--- src/design/tiny_core_pkg.sv ---
// shared widths, opcodes and stage payload structs, imported by every tiny_core stage
`default_nettype none

package tiny_core_pkg;

  // ------------------------------------------------------------------
  // widths
  // ------------------------------------------------------------------
  localparam int unsigned XLEN       = 32;
  localparam int unsigned ILEN       = 32;
  localparam int unsigned REG_ADDR_W = 5;
  localparam int unsigned NR_REGS    = 32;

  // mcause value for an illegal instruction
  localparam logic [XLEN-1:0] ILLEGAL_INSTR_CAUSE = 'd2;

  // major opcodes handled by decode
  localparam logic [6:0] OPCODE_OP     = 7'b0110011;
  localparam logic [6:0] OPCODE_OP_IMM = 7'b0010011;

  typedef enum logic [2:0] {
    ALU_ADD,
    ALU_SUB,
    ALU_AND,
    ALU_OR,
    ALU_XOR,
    ALU_SLT
  } alu_op_e;

  // decode -> execute
  typedef struct packed {
    alu_op_e                 alu_op;
    logic [XLEN-1:0]         operand_a;
    logic [XLEN-1:0]         operand_b;
    logic [REG_ADDR_W-1:0]   rd;
    logic                    writes_rd;
    logic                    illegal;
    logic [XLEN-1:0]         pc;
    logic [ILEN-1:0]         instr;
  } issue_entry_t;

  // execute -> commit, also the retire report
  typedef struct packed {
    logic [XLEN-1:0]         pc;
    logic [REG_ADDR_W-1:0]   rd;
    logic                    writes_rd;
    logic                    illegal;
    logic [XLEN-1:0]         result;
    logic [XLEN-1:0]         tval;
  } result_entry_t;

endpackage

`default_nettype wire

--- src/design/tiny_core.sv ---
// tiny_core top level: in-order decode, execute and commit pipeline around one register file
`timescale 1ns/1ns
`default_nettype none

module tiny_core import tiny_core_pkg::*; #(
  parameter logic [XLEN-1:0] BootAddr = 'h8000_0000
) (
  input  logic            clk_i,
  input  logic            rst_ni,
  input  logic [ILEN-1:0] instr_i,
  input  logic            instr_valid_i,
  output logic            instr_ready_o,
  output result_entry_t   commit_o,
  output logic            commit_valid_o,
  input  logic            commit_ready_i
);

  // ------------------------------------------------------------------
  // inter-stage wiring
  // ------------------------------------------------------------------
  issue_entry_t          issue_d, issue_q;
  logic                  issue_valid_d, issue_ready_d;
  logic                  issue_valid_q, issue_ready_q;
  result_entry_t         result_d, result_q;
  logic                  result_valid_d, result_ready_d;
  logic                  result_valid_q, result_ready_q;
  logic [REG_ADDR_W-1:0] raddr_a, raddr_b;
  logic [XLEN-1:0]       rdata_a, rdata_b;
  logic [REG_ADDR_W-1:0] rf_waddr;
  logic [XLEN-1:0]       rf_wdata;
  logic                  rf_we;
  logic                  release_valid;
  logic [REG_ADDR_W-1:0] release_rd;

  tiny_core_decode #(.BootAddr(BootAddr)) i_decode (
    .clk_i, .rst_ni, .instr_i, .instr_valid_i, .instr_ready_o,
    .raddr_a_o(raddr_a), .raddr_b_o(raddr_b), .rdata_a_i(rdata_a), .rdata_b_i(rdata_b),
    .issue_o(issue_d), .issue_valid_o(issue_valid_d), .issue_ready_i(issue_ready_d),
    .release_valid_i(release_valid), .release_rd_i(release_rd)
  );

  tiny_core_pipe_reg #(.payload_t(issue_entry_t)) i_issue_reg (
    .clk_i, .rst_ni,
    .valid_i(issue_valid_d), .ready_o(issue_ready_d), .data_i(issue_d),
    .valid_o(issue_valid_q), .ready_i(issue_ready_q), .data_o(issue_q)
  );

  tiny_core_execute i_execute (
    .issue_i(issue_q), .issue_valid_i(issue_valid_q), .issue_ready_o(issue_ready_q),
    .result_o(result_d), .result_valid_o(result_valid_d), .result_ready_i(result_ready_d)
  );

  tiny_core_pipe_reg #(.payload_t(result_entry_t)) i_result_reg (
    .clk_i, .rst_ni,
    .valid_i(result_valid_d), .ready_o(result_ready_d), .data_i(result_d),
    .valid_o(result_valid_q), .ready_i(result_ready_q), .data_o(result_q)
  );

  tiny_core_commit i_commit (
    .result_i(result_q), .result_valid_i(result_valid_q), .result_ready_o(result_ready_q),
    .commit_o, .commit_valid_o, .commit_ready_i,
    .rf_waddr_o(rf_waddr), .rf_wdata_o(rf_wdata), .rf_we_o(rf_we),
    .release_valid_o(release_valid), .release_rd_o(release_rd)
  );

  tiny_core_regfile i_regfile (
    .clk_i, .rst_ni,
    .raddr_a_i(raddr_a), .raddr_b_i(raddr_b), .rdata_a_o(rdata_a), .rdata_b_o(rdata_b),
    .waddr_i(rf_waddr), .wdata_i(rf_wdata), .we_i(rf_we)
  );

endmodule

`default_nettype wire

--- src/design/tiny_core_commit.sv ---
// commit stage: retires results in order, writes back and releases scoreboard entries
`timescale 1ns/1ns
`default_nettype none

module tiny_core_commit import tiny_core_pkg::*; (
  input  result_entry_t         result_i,
  input  logic                  result_valid_i,
  output logic                  result_ready_o,
  output result_entry_t         commit_o,
  output logic                  commit_valid_o,
  input  logic                  commit_ready_i,
  output logic [REG_ADDR_W-1:0] rf_waddr_o,
  output logic [XLEN-1:0]       rf_wdata_o,
  output logic                  rf_we_o,
  output logic                  release_valid_o,
  output logic [REG_ADDR_W-1:0] release_rd_o
);

  logic retire;
  logic do_write;

  // report stays on the outputs until the environment takes it
  assign commit_o       = result_i;
  assign commit_valid_o = result_valid_i;
  assign result_ready_o = commit_ready_i;

  assign retire   = result_valid_i & commit_ready_i;
  assign do_write = retire & result_i.writes_rd;

  // write-back, x0 filtered in the register file
  assign rf_we_o    = do_write;
  assign rf_waddr_o = result_i.rd;
  assign rf_wdata_o = result_i.result;

  // same edge as the write so decode sees the new value next cycle
  assign release_valid_o = do_write;
  assign release_rd_o    = result_i.rd;

endmodule

`default_nettype wire

--- src/design/tiny_core_decode.sv ---
// decode stage: accepts instructions, keeps the pc, reads operands and tracks pending writes
`timescale 1ns/1ns
`default_nettype none

module tiny_core_decode import tiny_core_pkg::*; #(
  parameter logic [XLEN-1:0] BootAddr = '0
) (
  input  logic                  clk_i,
  input  logic                  rst_ni,
  input  logic [ILEN-1:0]       instr_i,
  input  logic                  instr_valid_i,
  output logic                  instr_ready_o,
  output logic [REG_ADDR_W-1:0] raddr_a_o,
  output logic [REG_ADDR_W-1:0] raddr_b_o,
  input  logic [XLEN-1:0]       rdata_a_i,
  input  logic [XLEN-1:0]       rdata_b_i,
  output issue_entry_t          issue_o,
  output logic                  issue_valid_o,
  input  logic                  issue_ready_i,
  input  logic                  release_valid_i,
  input  logic [REG_ADDR_W-1:0] release_rd_i
);

  logic [XLEN-1:0]    pc_q;
  logic [NR_REGS-1:0] pending_q, pending_d;
  logic [6:0]         opcode;
  logic [2:0]         funct3;
  logic [6:0]         funct7;
  logic               is_op;
  logic               illegal;
  logic               hazard;
  logic               fire;
  alu_op_e            alu_op;

  assign opcode    = instr_i[6:0];
  assign funct3    = instr_i[14:12];
  assign funct7    = instr_i[31:25];
  assign is_op     = (opcode == OPCODE_OP);
  assign raddr_a_o = instr_i[19:15];
  assign raddr_b_o = instr_i[24:20];

  // ------------------------------------------------------------------
  // opcode and funct decoding
  // ------------------------------------------------------------------
  always_comb begin
    illegal = 1'b0;
    alu_op  = ALU_ADD;
    case (funct3)
      3'b000: alu_op = (is_op && funct7 == 7'b0100000) ? ALU_SUB : ALU_ADD;
      3'b010: alu_op = ALU_SLT;
      3'b100: alu_op = ALU_XOR;
      3'b110: alu_op = ALU_OR;
      3'b111: alu_op = ALU_AND;
      default: illegal = 1'b1;
    endcase
    if (is_op && !(funct7 == 7'b0000000 || (funct7 == 7'b0100000 && funct3 == 3'b000))) begin
      illegal = 1'b1;
    end
    if (!is_op && opcode != OPCODE_OP_IMM) begin
      illegal = 1'b1;
    end
  end

  assign issue_o.alu_op    = alu_op;
  assign issue_o.operand_a = rdata_a_i;
  // sign-extended I-type immediate for OP-IMM
  assign issue_o.operand_b = is_op ? rdata_b_i : {{(XLEN-12){instr_i[31]}}, instr_i[31:20]};
  assign issue_o.rd        = instr_i[11:7];
  assign issue_o.writes_rd = ~illegal;
  assign issue_o.illegal   = illegal;
  assign issue_o.pc        = pc_q;
  assign issue_o.instr     = instr_i;

  // sources must be settled, and rd must not already have a write in flight
  assign hazard = ~illegal & (pending_q[raddr_a_o]
                             | (is_op & pending_q[raddr_b_o])
                             | pending_q[issue_o.rd]);

  assign issue_valid_o = instr_valid_i & ~hazard;
  assign instr_ready_o = issue_ready_i & ~hazard;
  assign fire          = instr_valid_i & instr_ready_o;

  // ------------------------------------------------------------------
  // scoreboard
  // ------------------------------------------------------------------
  always_comb begin
    pending_d = pending_q;
    if (release_valid_i) begin
      pending_d[release_rd_i] = 1'b0;
    end
    if (fire && issue_o.writes_rd && issue_o.rd != '0) begin
      pending_d[issue_o.rd] = 1'b1;
    end
  end

  always_ff @(posedge clk_i or negedge rst_ni) begin
    if (!rst_ni) begin
      pc_q      <= BootAddr;
      pending_q <= '0;
    end else begin
      pending_q <= pending_d;
      if (fire) begin
        pc_q <= pc_q + XLEN'(4);
      end
    end
  end

endmodule

`default_nettype wire

--- src/design/tiny_core_execute.sv ---
// execute stage: combinational integer ALU between the issue and result pipeline registers
`timescale 1ns/1ns
`default_nettype none

module tiny_core_execute import tiny_core_pkg::*; (
  input  issue_entry_t  issue_i,
  input  logic          issue_valid_i,
  output logic          issue_ready_o,
  output result_entry_t result_o,
  output logic          result_valid_o,
  input  logic          result_ready_i
);

  logic [XLEN-1:0] alu_result;
  logic            less_than;

  // no state here, handshake passes straight through
  assign result_valid_o = issue_valid_i;
  assign issue_ready_o  = result_ready_i;

  assign less_than = $signed(issue_i.operand_a) < $signed(issue_i.operand_b);

  always_comb begin
    case (issue_i.alu_op)
      ALU_ADD: alu_result = issue_i.operand_a + issue_i.operand_b;
      ALU_SUB: alu_result = issue_i.operand_a - issue_i.operand_b;
      ALU_AND: alu_result = issue_i.operand_a & issue_i.operand_b;
      ALU_OR:  alu_result = issue_i.operand_a | issue_i.operand_b;
      ALU_XOR: alu_result = issue_i.operand_a ^ issue_i.operand_b;
      ALU_SLT: alu_result = {{(XLEN-1){1'b0}}, less_than};
      default: alu_result = '0;
    endcase
  end

  // ------------------------------------------------------------------
  // result entry
  // ------------------------------------------------------------------
  always_comb begin
    result_o.pc        = issue_i.pc;
    result_o.rd        = issue_i.rd;
    result_o.writes_rd = issue_i.writes_rd & ~issue_i.illegal;
    result_o.illegal   = issue_i.illegal;
    result_o.result    = alu_result;
    result_o.tval      = '0;
    // trap carries the instruction word and writes nothing
    if (issue_i.illegal) begin
      result_o.result = '0;
      result_o.tval   = XLEN'(issue_i.instr);
    end
  end

endmodule

`default_nettype wire

--- src/design/tiny_core_pipe_reg.sv ---
// one-entry valid/ready pipeline register, instantiated between tiny_core stages
`timescale 1ns/1ns
`default_nettype none

module tiny_core_pipe_reg import tiny_core_pkg::*; #(
  parameter type payload_t = issue_entry_t
) (
  input  logic     clk_i,
  input  logic     rst_ni,
  input  logic     valid_i,
  output logic     ready_o,
  input  payload_t data_i,
  output logic     valid_o,
  input  logic     ready_i,
  output payload_t data_o
);

  logic     full_q;
  payload_t data_q;

  // free slot, or the held item leaves this cycle
  assign ready_o = ~full_q | ready_i;
  assign valid_o = full_q;
  assign data_o  = data_q;

  always_ff @(posedge clk_i or negedge rst_ni) begin
    if (!rst_ni) begin
      full_q <= 1'b0;
    end else if (ready_o) begin
      full_q <= valid_i;
    end
  end

  always_ff @(posedge clk_i) begin
    if (valid_i && ready_o) begin
      data_q <= data_i;
    end
  end

endmodule

`default_nettype wire

--- src/design/tiny_core_regfile.sv ---
// integer register file with two async read ports and one write port, x0 hardwired to zero
`timescale 1ns/1ns
`default_nettype none

module tiny_core_regfile import tiny_core_pkg::*; (
  input  logic                  clk_i,
  input  logic                  rst_ni,
  input  logic [REG_ADDR_W-1:0] raddr_a_i,
  input  logic [REG_ADDR_W-1:0] raddr_b_i,
  output logic [XLEN-1:0]       rdata_a_o,
  output logic [XLEN-1:0]       rdata_b_o,
  input  logic [REG_ADDR_W-1:0] waddr_i,
  input  logic [XLEN-1:0]       wdata_i,
  input  logic                  we_i
);

  // x1 .. x31 only
  logic [XLEN-1:0] regs_q [NR_REGS-1:1];

  assign rdata_a_o = (raddr_a_i == '0) ? '0 : regs_q[raddr_a_i];
  assign rdata_b_o = (raddr_b_i == '0) ? '0 : regs_q[raddr_b_i];

  always_ff @(posedge clk_i or negedge rst_ni) begin
    if (!rst_ni) begin
      for (int i = 1; i < NR_REGS; i++) begin
        regs_q[i] <= '0;
      end
    end else if (we_i && (waddr_i != '0)) begin
      // writes to x0 are dropped
      regs_q[waddr_i] <= wdata_i;
    end
  end

endmodule

`default_nettype wire

--- config.mk ---
export PLATFORM = sky130hd
export DESIGN_NAME = tiny_core
export DESIGN_NICKNAME = d
export VERILOG_FILES = /design/src/design/tiny_core_pkg.sv /design/src/design/tiny_core.sv /design/src/design/tiny_core_commit.sv /design/src/design/tiny_core_decode.sv /design/src/design/tiny_core_execute.sv /design/src/design/tiny_core_pipe_reg.sv /design/src/design/tiny_core_regfile.sv
export SDC_FILE = /design/constraint.sdc
export NUM_CORES = 2
export LEC_CHECK = 0
export BUFFER_PORTS_ARGS = -buffer_cell sky130_fd_sc_hd__buf_2
export CAP_MARGIN = 0
export CORE_ASPECT_RATIO = 0.5
export CORE_MARGIN = 2
export CORE_UTILIZATION = 45
export CTS_BUF_LIST = sky130_fd_sc_hd__clkbuf_4 sky130_fd_sc_hd__clkbuf_8
export DETAILED_ROUTE_END_ITERATION = 12
export GPL_TIMING_DRIVEN = 0
export PLACE_DENSITY = 0.75
export SETUP_SLACK_MARGIN = 0.3
export SLEW_MARGIN = 15
export SYNTH_ARGS = -nofsm -noshare
export SYNTH_HDL_FRONTEND = slang
export SYNTH_SLANG_ARGS = --single-unit
export TNS_END_PERCENT = 20
--- constraint.sdc ---
create_clock -name clk_i -period 5.5 [get_ports clk_i]
set_input_delay 1.1 -clock clk_i [delete_from_list [all_inputs] [get_ports clk_i]]
set_output_delay 1.1 -clock clk_i [all_outputs]
set_load 0.02 [all_outputs]
Word-level counts from Yosys, hierarchy flattened. Cells that the tools add are included.

Output and inout bits: 105. Memories: 0. Logic and storage cells: 143. Bits in writable memories: 0. Bits of input ports: 36. Bits in latches: 0. Bits in read-only memories: 0. Flip-flop bits (word level): 1299.

Shift-type cells: 0. Add/subtract/negate cells: 3. Div/mod/pow operators: 0. Reductions and logical operators: 22. Equality and inequality tests: 12. $mul: 0. Bitwise operators: 23. Magnitude comparators: 7. Mux-type cells: 27.

Operator list (count): bitwise mux 992 bit (1); binary-select mux 32 bit (select 5 bit) (2); 2-to-1 mux 32 bit (7); one-hot mux 32 bit (6 select lines) (1); demux 32 bit (select 5 bit) (1); AND 32 bit (2); OR 32 bit (2); adder 32 x 3 -> 32 bit, second input constant (1); adder 32 bit (1); < comparator 32 bit (1); inverter 32 bit (1); subtractor 32 bit (1); bitwise XOR 32 bit (1); < comparator 5 x 6 -> 1 bit, second input constant (4); binary-select mux 1 bit (select 5 bit) (3); equality test 3 bit, second input constant (5); one-hot mux 3 bit (5 select lines) (1); equality test 7 x 6 -> 1 bit, second input constant (2); logical AND 1 bit (11); demux 1 bit (select 5 bit) (2); >= comparator 5 x 1 -> 1 bit, second input constant (2); zero test 5 bit (2); nonzero test 5 bit (2); equality test 3 x 2 -> 1 bit, second input constant (3); 11 further kinds (35).

Logic depth before layout (Yosys ltp).
Depth in word-level cells: 15. Mapped depth: 14. Depth with buffers taken out: 12.

Cells and area by module. A second synthesis with hierarchy kept.

Cells, all modules: 5875. Area, all modules: 72697.2 um^2.

Modules (own cells, without submodules): tiny_core_regfile (seq. area each 24823.8 um^2, cells an instance 4052, instances 1, area an instance 53533.8 um^2); tiny_core_execute (seq. area each 0.0 um^2, cells an instance 941, instances 1, area an instance 5989.5 um^2); tiny_core_decode (seq. area each 1552.7 um^2, cells an instance 484, instances 1, area an instance 4712.0 um^2); tiny_core_pipe_reg (i_issue_reg) (seq. area each 4169.0 um^2, cells an instance 142, instances 1, area an instance 4197.8 um^2); tiny_core_pipe_reg (i_result_reg) (seq. area each 3118.0 um^2, cells an instance 107, instances 1, area an instance 3146.8 um^2); tiny_core_commit (seq. area each 0.0 um^2, cells an instance 149, instances 1, area an instance 1117.3 um^2).

Worst setup path before layout. No wires, ideal clock.

Path kind: in2reg. From: in commit_ready_i. To: reg i_result_reg.data_q (netlist bit i_result_reg.data_o[0]) (enable). Stages: 2. Path buffers: 0. Setup slack: -1083 ps. Arrival time: 5988 ps. Required time: 4905 ps. Library setup time: 595 ps. Path through: inv_1 > a21oi_1.

Word-level cells in the longest chain between the ends: 2.

Ends and longest elaborated chain: start, declared (line tiny_core.sv:15) `input logic commit_ready_i`; OR 1 bit (line tiny_core_pipe_reg.sv:22) `assign ready_o = ~full_q | ready_i;`; logical AND 1 bit (line tiny_core_pipe_reg.sv:35) `if (valid_i && ready_o) begin`; end signal, assigned (line tiny_core_pipe_reg.sv:36) `data_q <= data_i;`; end, declared (line tiny_core_pipe_reg.sv:19) `payload_t data_q;`.

No other way between the ends. A chain may end at the register's enable or synchronous reset.

==> reports/results.ini <==
[routing]
drc = 0
postRouteAntennaNets = 0
vias = 49230
drt_pass1_iterations = 8
routed_wl_mm = 258.3
drt_iter0_markers = 7239
wl_per_cell_um = 35.57
viasPerCell = 6.781

[setup_path]
critical_path.slowest_cell = mux2i_1
cp.depth = 9
crit_chain = buf_2 > buf_2 > clkdlybuf4s15_2 > buf_1 > clkbuf_2 > mux4_2 > mux4_2 > mux2i_1 > o21ai_0
arrival_ns = 6.07
critPathTopFamily = buffers and inverters
crit_type = in2reg
critPathMaxFanout = 10
ff2ff_path_depth = 12
slowest_delay_ns = 0.92
start_kind = primary input
critPathBufInv = 5
required_ns = 6.09
end_kind = flop

[placed_design]
portBuffers = 138
dpl_worst_slack_ns = -1.070
place_area_um2 = 72880
finalWeightedCongestion = 1.007
dp_hpwl_mm = 182.6

[synthesis]
ys_warn_count = 0
yosysSeqAreaShare_pct = 48.41
synth_seq_cells = 1288
syn_inst = 4686
synth_edf_count = 232
async_flop_share_pct = 81.99
synthFlopType = dfrtp_1
avgSynthCellArea_um2 = 14.72
synth_area_um2 = 68980
synth_cell_type_count = 86

[clock_tree]
clock-sinks = 1288
cts_max_level = 4
clk_pin_slew_ns = 0.07
clockRootBuffer = clkbuf_8
cts_tree = done
cts_setup_buffers = 0
cts_buffer_depth = 3
cts_hold_buf = 0
cts_buffers = 188
insertion_delay_ns = 0.98

[floorplan]
initial_core_util_pct = 45.38
core-area_um2 = 152000
io_pins = 141
rows = 101
die_y_um = 280.9
dieArea_um2 = 156600
die_x_um = 557.7

[finish]
regArea_um2 = 33390
final_nets = 5171
multi_input_area_um2 = 33420
area_growth_pct = 11.42
num-fill-cells = 12520
final_cell_mix = mux2_2, dfrtp_1, mux4_2, clkbuf_1, edfxtp_1
drive_gt1_share_pct = 44.36
postLayoutCellArea_um2 = 76860
final_common_cell = mux2_2

[sta]
period_needed_ns = 5.484
finClkSkew_ns = 0.07106
max_freq_mhz = 182.3
rsz0062_at_grt = true
finalSetupViolations = 0
hold_violations = 0
min_period_over_period_pct = 99.71
holdWs_ns = 0.1202
tightest_slew_ns = 1.419
final_max_slew_viol_count = 0
timing.final.ws_setup_ns = 0.01597
relSlewSlack_pct = 5.377

[power_and_ir_drop]
peakVddDrop_mv = 0.2239
p_per_area_nw_per_um2 = 324.3
power.leakage_nw = 33.63

[worst_hold_path]
hold_path.class = in2async

[grt]
track_usage_pct = 32.99
antenna_found_initial = 33
grt_pass1_vias = 49220
grt_pass1_wl_mm = 362.1
gr-total-overflow = 0
grt_max_degree = 162

[flow_run]
max-cap-violations = 0

[status]
outcome = finished, final reports clean

[routing by layer]
metal | share of wire, % | GRT usage, % | vias up
met5 | 0.053 | 0 | -
met4 | 5.9 | 17.48 | 20
met1 | 37 | 42.77 | 25850
met2 | 42 | 46.67 | 3784
met3 | 15 | 14.31 | 848
li1 | - | - | 18730
[cells in the mapped netlist, types with 33 or more instances]
master | instances | area, µm²
mux2_2 | 1092 | 12300
dfrtp_1 | 1055 | 26400
mux4_2 | 590 | 13290
clkbuf_1 | 347 | 1303
edfxtp_1 | 232 | 6967
nand2_1 | 141 | 529.3
inv_1 | 125 | 469.2
o21ai_0 | 110 | 550.5
nor2_1 | 103 | 386.6
a21oi_1 | 99 | 495.5
ha_1 | 97 | 1214
buf_1 | 83 | 311.6
a22o_1 | 72 | 630.6
xnor2_1 | 46 | 402.9
and2_1 | 44 | 275.3
mux2i_1 | 43 | 430.4
nand3_1 | 35 | 175.2
nor3_1 | 33 | 165.2
[worst reg2reg max path: stages (launching register included)]
cell,delay (ns)
edfxtp_1,0.38
inv_1,0.06
ha_1,0.35
clkbuf_1,0.42
a21oi_1,0.12
o21ai_0,0.57
nor3_1,0.12
a21o_1,0.30
a2111oi_0,1.05
o21ai_0,0.40
and3_1,0.27
o21ai_0,0.25
a21oi_1,0.13
[cell families (layout without fill, tap and decap cells)]
group                      after synthesis  count (layout)  synth area share [%]
adders and majority gates               99              99                 1.817
and+or+nand+nor                        476             476                 3.506
AOI/OAI and AO/OA                      476             476                 4.745
xor gates and xnor gates                50              50                0.6348
other                                    1              17              0.005436
muxes                                 1725            1725                 37.71
DFF                                   1288            1288                 48.41
buffers and inverters                  571            1069                 3.174
[metrics by stage]
step                total power, mW  setup TNS [ns]  util (%)  cells
CTS                           24.72               0     50.52   7245
detailed placement            16.66          -46.08     47.94   6906
global placement              16.36               -     47.53   6885
finish                        24.93               0     50.56   7260
global route                  25.64               0     50.54   7248
floorplan                     14.73               0         -   4687
[path summary, 6_finish.rpt]
check,start,end,slack [ns]
max,instr_i[21],i_issue_reg.data_o[86]$_DFFE_PP_,0.02
min reg2reg,i_issue_reg.data_o[56]$_DFFE_PP_,i_result_reg.data_o[95]$_DFFE_PP_,0.42
min in group clk_i,instr_i[24],i_issue_reg.data_o[24]$_DFFE_PP_,0.35
min,rst_ni,i_regfile.regs_q[707]$_DFFE_PN0P_,0.12
max reg2reg,i_issue_reg.data_o[110]$_SDFFCE_PN0P_,i_result_reg.data_o[60]$_SDFFCE_PP0P_,0.77
max in group asynchronous,rst_ni,i_regfile.regs_q[443]$_DFFE_PN0P_,3.37
[layout make-up]
type	count	share of cell area [%]
multi-input combinational	2828	43.48
sequential	1288	43.45
clock buffer	288	4.620
tap	2060	3.353
buffer	445	2.401
timing repair buffer	159	1.553
inverter	126	0.6218
clock inverter	51	0.4737
antenna	15	0.04884
[what timing repair did]
item	CTS	global route
hold endpoints to repair	0	0
resized for setup	3	9
setup endpoints to repair	14	15
pin swaps	0	0
[state kept, by name (all words and copies together) (netlist names)]
signal,count
i_issue_reg.valid_o,1
i_result_reg.data_o,101
i_decode.pending_q,32
i_issue_reg.data_o,131
i_result_reg.valid_o,1
i_regfile.regs_q,992
i_decode.pc_q,30
[where the power goes]
group / internal [mW] / switching (mW)
sequential: 10.9 / 0.886
clock: 4.16 / 4.08
combinational: 2.28 / 2.66
Note: power is estimated with default switching activity, not from simulation.
